===== src/mem_pipe_settings.svh =====
`ifndef MEM_PIPE_SETTINGS_SVH
`define MEM_PIPE_SETTINGS_SVH

// width of registers and of the data bus.
`define MEM_PIPE_DATA_W 32

// byte address width seen by the memory stages.
`define MEM_PIPE_ADDR_W 12

// number of words in the backing array.
`define MEM_PIPE_DEPTH 1024

// words held by the single cache line.
`define MEM_PIPE_LINE_WORDS 4

// cycles spent refilling the line on a miss.
`define MEM_PIPE_MISS_CYCLES 3

`endif


===== src/mem_pipe_pkg.sv =====
`include "mem_pipe_settings.svh"

package mem_pipe_pkg;

    typedef enum logic [3:0] {
        OP_ALU   = 4'd0,
        OP_LD_B  = 4'd1,
        OP_LD_H  = 4'd2,
        OP_LD_W  = 4'd3,
        OP_LD_BU = 4'd4,
        OP_LD_HU = 4'd5,
        OP_ST_B  = 4'd6,
        OP_ST_H  = 4'd7,
        OP_ST_W  = 4'd8
    } mem_op_e;

    typedef enum logic {
        CACHE_IDLE,
        CACHE_REFILL
    } cache_state_e;

    // wdata carries the execute result, or the store data for stores.
    typedef struct packed {
        logic                        valid;
        mem_op_e                     op;
        logic                        wreg;
        logic [4:0]                  waddr;
        logic [`MEM_PIPE_DATA_W-1:0] wdata;
        logic [`MEM_PIPE_DATA_W-1:0] base;
        logic [`MEM_PIPE_DATA_W-1:0] offset;
    } exe_mem_t;

    typedef struct packed {
        logic                        valid;
        logic                        write;
        logic [`MEM_PIPE_ADDR_W-1:0] addr;
        logic [3:0]                  wstrb;
        logic [`MEM_PIPE_DATA_W-1:0] wdata;
    } dcache_req_t;

    typedef struct packed {
        logic                        valid;
        mem_op_e                     op;
        logic                        wreg;
        logic [4:0]                  waddr;
        logic [`MEM_PIPE_DATA_W-1:0] wdata;
        logic [`MEM_PIPE_ADDR_W-1:0] mem_addr;
        logic                        mem_access_valid;
    } mem1_mem2_t;

    typedef struct packed {
        logic                        valid;
        logic                        wreg;
        logic [4:0]                  waddr;
        logic [`MEM_PIPE_DATA_W-1:0] wdata;
    } mem2_wb_t;

    typedef struct packed {
        logic                        wreg;
        logic                        valid;
        logic [4:0]                  waddr;
        logic [`MEM_PIPE_DATA_W-1:0] wdata;
    } data_forward_t;

    function automatic logic op_is_load(mem_op_e op);
        return op inside {OP_LD_B, OP_LD_H, OP_LD_W, OP_LD_BU, OP_LD_HU};
    endfunction

    function automatic logic op_is_store(mem_op_e op);
        return op inside {OP_ST_B, OP_ST_H, OP_ST_W};
    endfunction

endpackage


===== src/mem1_stage.sv =====
`include "mem_pipe_settings.svh"

module mem1_stage (
    input  logic                     clk,
    input  logic                     rst,
    input  logic                     flush_i,
    input  mem_pipe_pkg::exe_mem_t   exe_i,
    input  logic                     advance_ready_i,
    output logic                     advance_o,
    output mem_pipe_pkg::dcache_req_t req_o,
    output mem_pipe_pkg::mem1_mem2_t mem1_o
);

    mem_pipe_pkg::exe_mem_t   mem1_q;
    mem_pipe_pkg::mem1_mem2_t mem1_mem2_q;
    mem_pipe_pkg::mem1_mem2_t mem1_mem2_d;

    logic                        run_q;
    logic                        advance;
    logic                        is_load;
    logic                        is_store;
    logic                        aligned;
    logic [`MEM_PIPE_DATA_W-1:0] eff_addr;
    logic [`MEM_PIPE_ADDR_W-1:0] mem_addr;
    logic [4:0]                  lane_shift;
    logic [3:0]                  wstrb;
    logic [`MEM_PIPE_DATA_W-1:0] store_data;

    // the pipe stays still for the first cycle out of reset.
    assign advance   = advance_ready_i & run_q;
    assign advance_o = advance;

    assign is_load    = mem_pipe_pkg::op_is_load(mem1_q.op);
    assign is_store   = mem_pipe_pkg::op_is_store(mem1_q.op);
    assign eff_addr   = mem1_q.base + mem1_q.offset;
    assign mem_addr   = eff_addr[`MEM_PIPE_ADDR_W-1:0];
    assign lane_shift = {mem_addr[1:0], 3'b000};

    always_comb begin
        aligned    = 1'b1;
        wstrb      = 4'b0000;
        store_data = '0;
        case (mem1_q.op)
            mem_pipe_pkg::OP_LD_H, mem_pipe_pkg::OP_LD_HU: begin
                aligned = ~mem_addr[0];
            end
            mem_pipe_pkg::OP_LD_W: begin
                aligned = (mem_addr[1:0] == 2'b00);
            end
            mem_pipe_pkg::OP_ST_B: begin
                wstrb      = 4'b0001 << mem_addr[1:0];
                store_data = {24'b0, mem1_q.wdata[7:0]} << lane_shift;
            end
            mem_pipe_pkg::OP_ST_H: begin
                aligned    = ~mem_addr[0];
                wstrb      = 4'b0011 << {mem_addr[1], 1'b0};
                store_data = {16'b0, mem1_q.wdata[15:0]} << lane_shift;
            end
            mem_pipe_pkg::OP_ST_W: begin
                aligned    = (mem_addr[1:0] == 2'b00);
                wstrb      = 4'b1111;
                store_data = mem1_q.wdata;
            end
            default: begin
            end
        endcase
    end

    always_comb begin
        mem1_mem2_d.valid            = mem1_q.valid;
        mem1_mem2_d.op               = mem1_q.op;
        mem1_mem2_d.wreg             = mem1_q.wreg;
        mem1_mem2_d.waddr            = mem1_q.waddr;
        mem1_mem2_d.wdata            = mem1_q.wdata;
        mem1_mem2_d.mem_addr         = mem_addr;
        mem1_mem2_d.mem_access_valid = (is_load | is_store) & aligned;
    end

    // a request goes out only in the cycle its op moves into mem2.
    always_comb begin
        req_o.valid = advance & ~flush_i & mem1_q.valid & mem1_mem2_d.mem_access_valid;
        req_o.write = is_store;
        req_o.addr  = mem_addr;
        req_o.wstrb = wstrb;
        req_o.wdata = store_data;
    end

    always_ff @(posedge clk) begin
        if (rst) begin
            run_q       <= 1'b0;
            mem1_q      <= '0;
            mem1_mem2_q <= '0;
        end else begin
            run_q <= 1'b1;
            if (flush_i) begin
                mem1_q      <= '0;
                mem1_mem2_q <= '0;
            end else if (advance) begin
                mem1_q      <= exe_i;
                mem1_mem2_q <= mem1_mem2_d;
            end
        end
    end

    assign mem1_o = mem1_mem2_q;

endmodule


===== config.mk =====
export PLATFORM = sky130hd
export DESIGN_NAME = mem1_stage
export DESIGN_NICKNAME = d
export VERILOG_FILES = /design/src/mem_pipe_pkg.sv /design/src/mem1_stage.sv
export VERILOG_INCLUDE_DIRS = /design/src
export SDC_FILE = /design/constraint.sdc
export NUM_CORES = 1
export LEC_CHECK = 0
export BUFFER_PORTS_ARGS = -buffer_cell sky130_fd_sc_hd__buf_4
export CAP_MARGIN = 40
export CORE_AREA = 2 2 106 108
export CTS_BUF_LIST = sky130_fd_sc_hd__clkbuf_16
export CTS_CLUSTER_DIAMETER = 40
export DETAILED_ROUTE_END_ITERATION = 12
export DIE_AREA = 0 0 108 110
export PLACE_DENSITY = 0.88
export SYNTH_ARGS = -nofsm -noshare
export SYNTH_HDL_FRONTEND = slang
export SYNTH_SLANG_ARGS = --single-unit

===== constraint.sdc =====
create_clock -name clk -period 7.4 [get_ports clk]
set_clock_uncertainty 0.2 [all_clocks]
set_input_delay 1.11 -clock clk [delete_from_list [all_inputs] [get_ports clk]]
set_output_delay 1.11 -clock clk [all_outputs]
set_load 0.005 [all_outputs]

==> Word level (Yosys, flattened, before mapping) <==
Cells that the tools add are included.
{ "totals": {"register_bits": 124, "input_bits": 111, "out_inout_bits": 107} }
{ "op_classes": {"n_addsub": 1, "n_eq_ne": 8, "shift": 4, "n_mux": 4, "bitwise": 8, "reduce_logical": 6} }
{ "op_table": {"columns": ["op", "n"], "rows": [
  ["$pmux 32 s3", 1],
  ["$shl 16x5->32", 1],
  ["$shl 8x5->32", 1],
  ["$eq 4x3->1 const B", 4],
  ["$add 12x12->12", 1],
  ["$pmux 4 s3", 1],
  ["$eq 4x2->1 const B", 2],
  ["$and 1x1->1", 5],
  ["$reduce_bool 5->1", 1],
  ["$eq 4x1->1 const B", 1],
  ["$eq 4x4->1 const B", 1],
  ["$reduce_or 2->1", 2],
  ["$shl 1x2->4 const A", 1],
  ["$shl 2x2->4 const A", 1],
  ["$reduce_bool 3->1", 1],
  ["$reduce_or 3->1", 1],
  ["$logic_not 2->1", 1],
  ["$not 1->1", 2],
  ["$pmux 1 s2", 1],
  ["$mux 1", 1],
  ["$or 1x1->1", 1]
]} }

==> Depth between registers and ports, before layout <==
{ "logic_depth": {"depth_word": 5, "ltp_mapped": 9} }

==> Least setup slack after synthesis <==
OpenSTA, ideal clock, no wires.
{ "synth_timing": {"kind": "flip-flop to output port", "start": "register mem1_q[0] in the netlist's numbering", "end": "output req_o[49] in the netlist's numbering", "arrival_time_ns": 1.904, "required_time_ns": 6.090, "setup_slack_ns": 4.186, "path_stages_with_launch": 9, "n_path_buf": 0, "cell_sequence": "dfxtp_1 ha_1 inv_1 fa_1 nor2b_1 o21ai_0 a31oi_1 a21oi_1 nor4b_1"} }
{ "synth_lines": {"columns": ["item", "line_no", "rtl"], "rows": [
  ["from (decl)", "mem1_stage.sv:14", "mem_pipe_pkg::exe_mem_t mem1_q;"],
  ["from (signal assigned)", "mem1_stage.sv:99", "mem1_q <= exe_i;"],
  ["to (decl)", "mem1_stage.sv:10", "output mem_pipe_pkg::dcache_req_t req_o,"]
]} }

==> reports/summary.txt <==
vias in the first global route -> 5086
first-pass GRT wire length -> 24.1 mm
DRT Pass-1 Iters -> 7
most frequent cells in the layout -> 261 x nand2_1, 181 x buf_4, 133 x a21oi_1
flops & latches, synth -> 124
crit path DAT -> 2830 ps
CP Data Required Time -> 6090 ps
hold_sp -> mem1_mem2_d[45]$_SDFFE_PP0P_
top_reg_cell synth -> dfxtp_1
mapped cell area -> 0.00553 mm^2
wire per inst -> 15.1 um
Static Leakage -> 0.00301 uW
clock root buffer -> clkbuf_16
Final period util -> 0.560
WP buf/inv -> 2
Synth Warn # -> 0
Reg clk slew, reported paths -> 50 ps
IO Pins -> 218
CP cell instances -> ha_1, inv_1, fa_1, nor2b_1, o21ai_0, a31oi_1, a21oi_1, nor4b_1, buf_4
Crit path largest cell delay -> 640 ps
final net count -> 1003
worst vdd ir -> 144 uV
critical path fanouts, max -> 7
Yosys cell types -> 44
Layout Utilization -> 0.683
Slew Limit Fails -> 0
max-cap viol count -> 0
Least-Margin Pin Slew -> 836 ps
Hold EP -> mem1_o[45]$_SDFFE_PP0P_
Worst R2R Path Depth -> 7
syn_area_per_cell -> 7.44 um^2
most common cell after layout, fill and taps aside -> nand2_1
slowest CP cell -> fa_1
Final Hold Fails -> 0
Via-to-Cell Ratio -> 5.41
Die X -> 108 um
CP Class -> register to primary output
hold crit path type -> register to register
unrepaired setup endpoints after global routing -> no
Hold-fix buffers, CTS -> 0
GRT Residual Overflow -> 0
relative slew slack -> 0.441
die height -> 110 um
antenna violations before repair -> 0
final hold slack -> 247 ps
DR iter-0 viols -> 466
worst reg2reg path startpoint -> run_q$_DFF_P_
Hold Crit Depth -> 2
min cycle time layout -> 4140 ps
Final ANT Viol Nets -> 0
H-tree lvl count -> 4
syn nets -> 867
worst skew pair latency -> 400 ps
Layout fillers -> 905
Post-CTS Setup Bufs -> 0
R2R setup slack -> 4460 ps
Fmax -> 241 MHz
CP Capture Type -> primary output
family with the most delay on the worst path -> adder cells
non-filler cells, final -> 1031
reg2reg end -> mem1_o[10]$_SDFFE_PP0P_
# DRC -> 0
Die ar. -> 0.0119 mm^2
dpl hpwl -> 10.6 mm
Port-buffer cells -> 177
status -> finished, final reports clean
setup TNS -> 0 ps
PostCTS Resize Cnt -> 0
Placed Cells incl. Taps -> 1001
Detailed Route WL -> 15.5 mm
crit path launch type -> register
Mapped Cells -> 744
antenna diode count -> 0
share of cells above drive strength 1 -> 0.238
largest net degree at the start of global routing -> 68
Final GP Congestion -> 0.893
Post-synth EDFFs -> 0
clock tree sinks -> 124
clk buf depth -> 2
register area share after synthesis -> 0.449
Via Count -> 5576
# setup viols final -> 0
Rows -> 38
async set-reset flop share out of synthesis -> 0
global-route usage over all layers -> 0.260
CTS tree -> yes
CTS Buf Count -> 17
Layout area overhead -> 32.0%
Placeable Area -> 0.0107 mm^2
initial core utilization -> 0.517
Cell Pwr Density -> 212 mW/mm^2
## worst reg2reg max path, cell delays in order (launching register included)
cell      delay (ps)
dfxtp_1          340
nand2_4          340
inv_4            670
buf_4            630
nand2_1          300
nor3_1           200
a21oi_1           60
o311ai_0         100
## metal layers
layer | up-vias | global-route usage | share of wire
met5 | - | 0 | 0
met4 | 0 | 0.110 | 0.028
met3 | 34 | 0.0764 | 0.079
met2 | 234 | 0.417 | 0.47
met1 | 2557 | 0.328 | 0.42
li1 | 2751 | - | -
## where the power goes
part / switching [uW] / internal [uW]
sequential: 9.65 / 678
combinational: 60.5 / 45.3
clock: 277 / 481
total: 347 / 1200
## stage by stage
stage,total power (uW),cell area (um^2),setup WS (ps)
global placement,806,6770,3610
floorplan,759,5530,4190
finish,1550,7300,3260
CTS,1560,7300,3220
global route,1600,7300,2970
detailed placement,807,6770,3620
## worst max-delay path by stage
stage | slack [ps] | from | cells past startpoint | to
floorplan | 4190 | mem1_q[0]$_SDFFE_PP0P_ | 8 | req_o[49]
global placement | 3610 | advance_ready_i | 6 | mem1_o[10]$_SDFFE_PP0P_
detailed placement | 3620 | advance_ready_i | 6 | mem1_o[10]$_SDFFE_PP0P_
CTS | 3220 | mem1_q[0]$_SDFFE_PP0P_ | 9 | req_o[49]
global route | 2970 | mem1_q[0]$_SDFFE_PP0P_ | 9 | req_o[49]
finish | 3260 | mem1_q[0]$_SDFFE_PP0P_ | 9 | req_o[49]
## kinds of logic after synthesis
group | Yosys count | synth area share
simple gates | 323 | 0.241
compound gates | 205 | 0.207
flops | 124 | 0.449
buf+inv | 72 | 0.0620
fa+ha+maj | 12 | 0.0285
xor+xnor | 8 | 0.0127
## state kept, by name (all words and copies together) (netlist names)
register and count:
mem1_o 56, run_q 1, mem1_q 24, mem1_mem2_d 43
## layout make-up
class	count	area [um^2]	share of cell area
clock inverter	13	111	0.0152
multi-input combinational	548	2720	0.372
clock buffer	17	425	0.0582
timing repair buffer	181	1360	0.186
tap	140	175	0.0240
inverter	8	32.5	0.00445
sequential	124	2480	0.340
## cells in the mapped netlist, types with 3 or more instances
master	number	area, um^2
dfxtp_1	124	2480
ha_1	11	138
or3_1	3	18.8
a22oi_1	9	67.6
buf_1	9	33.8
nor2_1	19	71.3
and2_1	9	56.3
o21ai_0	28	140
nor2b_1	4	25.0
a21o_1	6	45.0
a21oi_1	133	666
buf_4	15	113
nand3b_1	4	30.0
nor3_1	4	20.0
xnor2_1	5	43.8
nand4_1	4	25.0
inv_1	7	26.3
xor2_1	3	26.3
a22o_1	9	78.8
nand3_1	4	20.0
a31oi_1	7	43.8
nand2_1	262	983
clkbuf_1	37	139
(Power assumes the default switching activity.)
