`config.mk`:
```
export PLATFORM = sky130hd
export DESIGN_NAME = mem2_stage
export DESIGN_NICKNAME = d
export VERILOG_FILES = /design/src/mem_pipe_pkg.sv /design/src/mem2_stage.sv
export VERILOG_INCLUDE_DIRS = /design/src
export SDC_FILE = /design/constraint.sdc
export NUM_CORES = 1
export LEC_CHECK = 0
export ABC_AREA = 1
export BUFFER_PORTS_ARGS = -buffer_cell sky130_fd_sc_hd__clkbuf_2
export CORE_UTILIZATION = 40
export CTS_CLUSTER_SIZE = 24
export DETAILED_ROUTE_END_ITERATION = 6
export PLACE_DENSITY_LB_ADDON = 0.15
export SYNTH_ARGS = -nofsm -noshare
export SYNTH_HDL_FRONTEND = slang
export SYNTH_SLANG_ARGS = --single-unit
```
`constraint.sdc`:
```
create_clock -name clk -period 1.8 [get_ports clk]
set_clock_uncertainty 0.2 [all_clocks]
set_input_delay 0.36 -clock clk [delete_from_list [all_inputs] [get_ports clk]]
set_output_delay 0.36 -clock clk [all_outputs]
set_load 0.01 [all_outputs]
```
`src/mem_pipe_settings.svh`:
```
`ifndef MEM_PIPE_SETTINGS_SVH
`define MEM_PIPE_SETTINGS_SVH

// width of registers and of the data bus.
`define MEM_PIPE_DATA_W 32

// byte address width seen by the memory stages.
`define MEM_PIPE_ADDR_W 12

// number of words in the backing array.
`define MEM_PIPE_DEPTH 1024

// words held by the single cache line.
`define MEM_PIPE_LINE_WORDS 4

// cycles spent refilling the line on a miss.
`define MEM_PIPE_MISS_CYCLES 3

`endif

```
`src/mem_pipe_pkg.sv`:
```
`include "mem_pipe_settings.svh"

package mem_pipe_pkg;

    typedef enum logic [3:0] {
        OP_ALU   = 4'd0,
        OP_LD_B  = 4'd1,
        OP_LD_H  = 4'd2,
        OP_LD_W  = 4'd3,
        OP_LD_BU = 4'd4,
        OP_LD_HU = 4'd5,
        OP_ST_B  = 4'd6,
        OP_ST_H  = 4'd7,
        OP_ST_W  = 4'd8
    } mem_op_e;

    typedef enum logic {
        CACHE_IDLE,
        CACHE_REFILL
    } cache_state_e;

    // wdata carries the execute result, or the store data for stores.
    typedef struct packed {
        logic                        valid;
        mem_op_e                     op;
        logic                        wreg;
        logic [4:0]                  waddr;
        logic [`MEM_PIPE_DATA_W-1:0] wdata;
        logic [`MEM_PIPE_DATA_W-1:0] base;
        logic [`MEM_PIPE_DATA_W-1:0] offset;
    } exe_mem_t;

    typedef struct packed {
        logic                        valid;
        logic                        write;
        logic [`MEM_PIPE_ADDR_W-1:0] addr;
        logic [3:0]                  wstrb;
        logic [`MEM_PIPE_DATA_W-1:0] wdata;
    } dcache_req_t;

    typedef struct packed {
        logic                        valid;
        mem_op_e                     op;
        logic                        wreg;
        logic [4:0]                  waddr;
        logic [`MEM_PIPE_DATA_W-1:0] wdata;
        logic [`MEM_PIPE_ADDR_W-1:0] mem_addr;
        logic                        mem_access_valid;
    } mem1_mem2_t;

    typedef struct packed {
        logic                        valid;
        logic                        wreg;
        logic [4:0]                  waddr;
        logic [`MEM_PIPE_DATA_W-1:0] wdata;
    } mem2_wb_t;

    typedef struct packed {
        logic                        wreg;
        logic                        valid;
        logic [4:0]                  waddr;
        logic [`MEM_PIPE_DATA_W-1:0] wdata;
    } data_forward_t;

    function automatic logic op_is_load(mem_op_e op);
        return op inside {OP_LD_B, OP_LD_H, OP_LD_W, OP_LD_BU, OP_LD_HU};
    endfunction

    function automatic logic op_is_store(mem_op_e op);
        return op inside {OP_ST_B, OP_ST_H, OP_ST_W};
    endfunction

endpackage

```
`src/mem2_stage.sv`:
```
`include "mem_pipe_settings.svh"

module mem2_stage (
    input  logic                          clk,
    input  logic                          rst,
    input  logic                          flush_i,
    input  logic                          advance_i,
    output logic                          advance_ready_o,
    input  mem_pipe_pkg::mem1_mem2_t      mem1_i,
    input  logic                          data_ok_i,
    input  logic [`MEM_PIPE_DATA_W-1:0]   cache_data_i,
    output mem_pipe_pkg::data_forward_t   data_forward_o,
    output mem_pipe_pkg::mem2_wb_t        wb_o
);

    mem_pipe_pkg::mem2_wb_t wb_d;
    mem_pipe_pkg::mem2_wb_t wb_q;

    logic                        is_load;
    logic                        load_pending;
    logic                        got_data;
    logic                        data_already_ok;
    logic                        drain_q;
    logic [`MEM_PIPE_DATA_W-1:0] cache_data_delay;
    logic [`MEM_PIPE_DATA_W-1:0] cache_data;
    logic [`MEM_PIPE_DATA_W-1:0] load_data;
    logic [`MEM_PIPE_DATA_W-1:0] result;
    logic [7:0]                  lane_byte;
    logic [15:0]                 lane_half;

    assign is_load      = mem_pipe_pkg::op_is_load(mem1_i.op);
    assign load_pending = mem1_i.valid & is_load & mem1_i.mem_access_valid;
    assign got_data     = data_ok_i | data_already_ok;

    // drain_q marks a flushed miss that is still refilling. The cache
    // cannot take a new request until its data_ok shows up.
    assign advance_ready_o = drain_q ? data_ok_i : (~load_pending | got_data);

    always_ff @(posedge clk) begin
        if (rst) begin
            drain_q <= 1'b0;
        end else if (data_ok_i) begin
            drain_q <= 1'b0;
        end else if (flush_i & load_pending & ~data_already_ok) begin
            drain_q <= 1'b1;
        end
    end

    always_ff @(posedge clk) begin
        if (rst) begin
            data_already_ok <= 1'b0;
        end else if (advance_i | flush_i) begin
            data_already_ok <= 1'b0;
        end else if (data_ok_i & ~drain_q) begin
            data_already_ok <= 1'b1;
        end
    end

    always_ff @(posedge clk) begin
        if (data_ok_i) begin
            cache_data_delay <= cache_data_i;
        end
    end

    assign cache_data = data_already_ok ? cache_data_delay : cache_data_i;

    always_comb begin
        case (mem1_i.mem_addr[1:0])
            2'b00:   lane_byte = cache_data[7:0];
            2'b01:   lane_byte = cache_data[15:8];
            2'b10:   lane_byte = cache_data[23:16];
            default: lane_byte = cache_data[31:24];
        endcase
    end

    assign lane_half = mem1_i.mem_addr[1] ? cache_data[31:16] : cache_data[15:0];

    // halfwords at an odd lane come back as zero.
    always_comb begin
        case (mem1_i.op)
            mem_pipe_pkg::OP_LD_B: begin
                load_data = {{(`MEM_PIPE_DATA_W-8){lane_byte[7]}}, lane_byte};
            end
            mem_pipe_pkg::OP_LD_BU: begin
                load_data = {{(`MEM_PIPE_DATA_W-8){1'b0}}, lane_byte};
            end
            mem_pipe_pkg::OP_LD_H: begin
                if (mem1_i.mem_addr[0]) begin
                    load_data = '0;
                end else begin
                    load_data = {{(`MEM_PIPE_DATA_W-16){lane_half[15]}}, lane_half};
                end
            end
            mem_pipe_pkg::OP_LD_HU: begin
                if (mem1_i.mem_addr[0]) begin
                    load_data = '0;
                end else begin
                    load_data = {{(`MEM_PIPE_DATA_W-16){1'b0}}, lane_half};
                end
            end
            mem_pipe_pkg::OP_LD_W: begin
                load_data = cache_data;
            end
            default: begin
                load_data = '0;
            end
        endcase
    end

    // a misaligned load never reached the cache, so it returns zero.
    always_comb begin
        if (is_load) begin
            result = mem1_i.mem_access_valid ? load_data : '0;
        end else begin
            result = mem1_i.wdata;
        end
    end

    always_comb begin
        wb_d.valid = mem1_i.valid;
        wb_d.wreg  = mem1_i.wreg;
        wb_d.waddr = mem1_i.waddr;
        wb_d.wdata = result;
    end

    always_comb begin
        if (~load_pending | got_data) begin
            data_forward_o.wreg  = mem1_i.wreg;
            data_forward_o.valid = 1'b1;
            data_forward_o.waddr = mem1_i.waddr;
            data_forward_o.wdata = result;
        end else begin
            data_forward_o = '0;
        end
    end

    // valid lasts one cycle per op even when the next advance is late.
    always_ff @(posedge clk) begin
        if (rst) begin
            wb_q <= '0;
        end else if (flush_i) begin
            wb_q <= '0;
        end else if (advance_i) begin
            wb_q <= wb_d;
        end else begin
            wb_q.valid <= 1'b0;
        end
    end

    assign wb_o = wb_q;

endmodule

```
=== Word-level counts from Yosys, hierarchy flattened ===
Cells that the tools add are included.

* Add/sub/neg operators: 0
* $mul: 0
* Div/mod/pow operators: 0
* $lt $le $gt $ge: 0
* Equality and inequality tests: 7
* Shift operators: 0
* Muxes and demuxes: 10
* Bitwise gates (word level): 12
* Reduce and logical (&&, ||, !) cells: 6

{| class="wikitable"
|+ Operator list
! cell !! count
|-
| $pmux 32 s5 || 1
|-
| $mux 32 || 4
|-
| $mux 39 || 1
|-
| $mux 16 || 2
|-
| $pmux 8 s3 || 1
|-
| $eq 4x2->1 const B || 2
|-
| $eq 4x3->1 const B || 2
|-
| $reduce_or 2->1 || 3
|-
| $and 1x1->1 || 5
|-
| $reduce_bool 5->1 || 1
|-
| $eq 4x1->1 const B || 1
|-
| $not 1->1 || 4
|-
| $or 1x1->1 || 3
|-
| $reduce_or 3->1 || 1
|-
| $eq 2x1->1 const B || 1
|-
| $eq 2x2->1 const B || 1
|-
| $logic_not 2->1 || 1
|-
| $mux 1 || 1
|}

* Register bits after elaboration: 73
* Bits in latches: 0
* Bits in writable memories: 0
* Bits in read-only memories: 0
* Bits of input ports: 93
* Output and inout bits: 79
* Word-level logic and storage cells: 42
* Memories kept: 0

=== Depth between registers and ports, before layout ===
* Depth after elaboration: 7
* Gate-level depth with buffers: 14
* Mapped depth without buffers: 13

=== Worst setup path before layout ===
Ideal clock, no wire load.

* Path kind: input port to output port
* Start point: in mem1_i[1] (netlist name)
* End point: out data_forward_o[15] (netlist name)
* Data arrival time: 1.454 ns
* Data required time: 1.240 ns
* Path slack: -0.214 ns
* Cell stages on the path: 9
* Buffers on the path: 2
* Cells stage by stage: buf_4 nor2_4 nand2_1 nand3_1 nand3_2 buf_4 nand2_1 nand2_1 a21oi_1

{| class="wikitable"
|+ RTL lines
! what !! RTL line !! source
|-
| from (decl) || mem2_stage.sv:9 || <nowiki>input mem_pipe_pkg::mem1_mem2_t mem1_i,</nowiki>
|-
| to (decl) || mem2_stage.sv:12 || <nowiki>output mem_pipe_pkg::data_forward_t data_forward_o,</nowiki>
|}

==> results.ini <==
[die]
core_mm2=0.0108
die_w_um=108
die_y_um=108
placementRows=38
dieArea_mm2=0.0116
start_util=0.411
io_pins=172

[timing]
fin_crit_ns=2.51
period_share=1.40
finalHoldViolCount=0
relSlewSlack=0.743
setup-tns-final_ns=-23.15
worst_pin_slew_ns=0.385
setup_violations=44
slew_viol_final=0
max_freq_mhz=398
rsz0062_at_grt=yes
setup_slack_ns=-0.715

[yosys]
ys_ff_latch=73
synth_most_common_cell=nand2_1
synth_seq_area_share=0.400
synth-edff-count=32
ys_top_cells_by_area=nand2_1, edfxtp_1, dfxtp_1
synth_flop_cell=dfxtp_1
syn_nets=807
syn_area_mm2=0.00446
syn_area_per_cell_um2=6.24
syn_inst=714
synthArstFlopShare=0
synthTopCellsByCount=nand2_1, a21oi_1, inv_1
synth_top_cell_by_area=nand2_1
synth_top_area_share=0.320
ys_warn_count=0
ys_types=21

[clock_tree]
cts_buffers=9
cts.path.max_buffers=2
cts_tree=done
path_clk_slew_ns=0.08
clock-root-buffer=clkbuf_8
clk_latency_ns=0.35
ctsHtreeMaxLevel=3
clkSinkCount=73

[placed_design]
dpl.hpwl_um=11300
place_ws_ns=-0.465
place_area_mm2=0.00606
gp_congestion=0.883
portBuffers=161

[finish]
diodes=0
area_growth_pct=55.2
final_nets=1045
drive_above_1_share=0.383
fin_util=0.638
nFillCells=1001
final_area_mm2=0.00692

[setup_path]
rrSetupSlack_ns=-0.10
r2r_cells=12
crit_path_start=data_already_ok$_SDFFE_PP0P_
critPathKind=reg -> out
rr_startpoint=data_already_ok$_SDFFE_PP0P_
cp_data_arrival_time_ns=1.95
crit_path_end=data_forward_o[14]
crit_path_end_kind=output port
required_ns=1.24
cp_max_fo=9
startpoint_type=flop
r2r_end=wb_o[0]$_SDFFE_PP0P_

[grt]
grt_max_degree=33
grt_util_all_layers=0.266
antenna_found_initial=0
first_global_vias=5063
grt_first_pass_wirelength_um=23800
grt_overflow_total=0

[route]
drc=0
vias=5331
wire_per_inst_um=13.9
antenna_left=0
wl_um=15300
drtIter0Drc=249
first_pass_iters=5
drt-vias-per-instance=4.86

[power]
ir_worst_vdd_uv=393
leakagePower_nw=3.86
p_per_area_mw_per_mm2=637
p_total_mw=4.41

[run_status]
status=finished with violations
violations=negative setup slack

[flow_run]
cap_violations=0

[min_path]
holdCritPathClass=in -> reg

-- worst min path at each step --
stage	cells after the start	startpoint	to
floorplan	1	advance_i	data_already_ok$_SDFFE_PP0P_
global placement	2	wb_o[29]$_SDFFE_PP0P_	wb_o[29]$_SDFFE_PP0P_
detailed placement	2	wb_o[29]$_SDFFE_PP0P_	wb_o[29]$_SDFFE_PP0P_
CTS	1	cache_data_i[30]	cache_data_delay[30]$_DFFE_PP_
global route	1	cache_data_i[23]	cache_data_delay[23]$_DFFE_PP_
finish	1	cache_data_i[19]	cache_data_delay[19]$_DFFE_PP_
-- kinds of logic (layout without fill, tap and decap cells) --
logic type      Yosys count  in the layout  share of synthesized area
buf+inv                  93            336                     0.0890
compound gates           95             95                      0.112
flops                    73             73                      0.400
simple gates            453            453                      0.399
-- sequential cells by signal, indices dropped and copies added, names as in the netlist --
name / count
wb_o: 39
cache_data_delay: 32
data_already_ok: 1
drain_q: 1
-- routing by layer --
metal / GRT usage / part of all wire / vias up
met5: 0 / 0 / -
met2: 0.464 / 0.49 / 165
met3: 0.0418 / 0.053 / 20
met1: 0.327 / 0.44 / 2420
met4: 0.103 / 0.018 / 0
li1: - / - / 2726
-- stage by stage --
step | hold WS [ns] | cells
6_report | 0.0170 | 1097
5_1_grt | 0.00255 | 1097
4_1_cts | 0.00108 | 1094
3_5_place_dp | 0.240 | 1050
3_3_place_gp | 0.238 | 1050
2_1_floorplan | 0.231 | 714
-- timing repair --
| action | in CTS | in global routing |
|---|---|---|
| pin swaps | 12 | 8 |
| setup endpoints to repair | 68 | 71 |
| buffers inserted | 3 | 2 |
| hold endpoints to repair | 24 | 1 |
| gates cloned | 1 | 0 |
| resized for setup | 46 | 57 |
| hold buffers | 24 | 1 |
-- final cells by class --
| type | instances | area, um^2 | share of cell area |
|---|---|---|---|
| Multi-Input combinational cell | 548 | 2680 | 0.387 |
| Timing Repair Buffer | 262 | 1820 | 0.264 |
| Sequential cell | 73 | 1790 | 0.258 |
| Inverter | 58 | 225 | 0.0326 |
| Clock buffer | 14 | 215 | 0.0311 |
| Tap cell | 140 | 175 | 0.0253 |
| Clock inverter | 2 | 13.8 | 0.00199 |
-- power by group --
part / internal, mW / total, mW / switching (mW)
clock: 0.784 / 1.45 / 0.667
combinational: 0.495 / 1.10 / 0.606
sequential: 1.82 / 1.85 / 0.0352
-- cells in the final DEF (no fill, tap or decap), drive strengths merged --
master / netlist / layout
nand2: 383 / 383
clkbuf: 11 / 166
buf: 24 / 85
a21oi: 80 / 80
inv: 58 / 58
dfxtp: 41 / 41
nand3: 34 / 34
edfxtp: 32 / 32
nor2: 30 / 30
dlygate4sd3: 0 / 25
o21ai: 9 / 9
a22o: 6 / 6
or2: 3 / 3
nor3: 2 / 2
clkinv: 0 / 2
nand3b: 1 / 1
-- critical path: stages, from the launching register on --
cell	delay (ns)
dfxtp_4	0.45
inv_6	0.08
buf_4	0.18
nand2_2	0.11
nand2_1	0.06
nand2_1	0.05
nand2_1	0.06
a21oi_2	0.20
nand2_1	0.09
nand2_1	0.12
a21oi_2	0.06
clkbuf_2	0.12
Note: power is estimated with default switching activity, not from simulation.
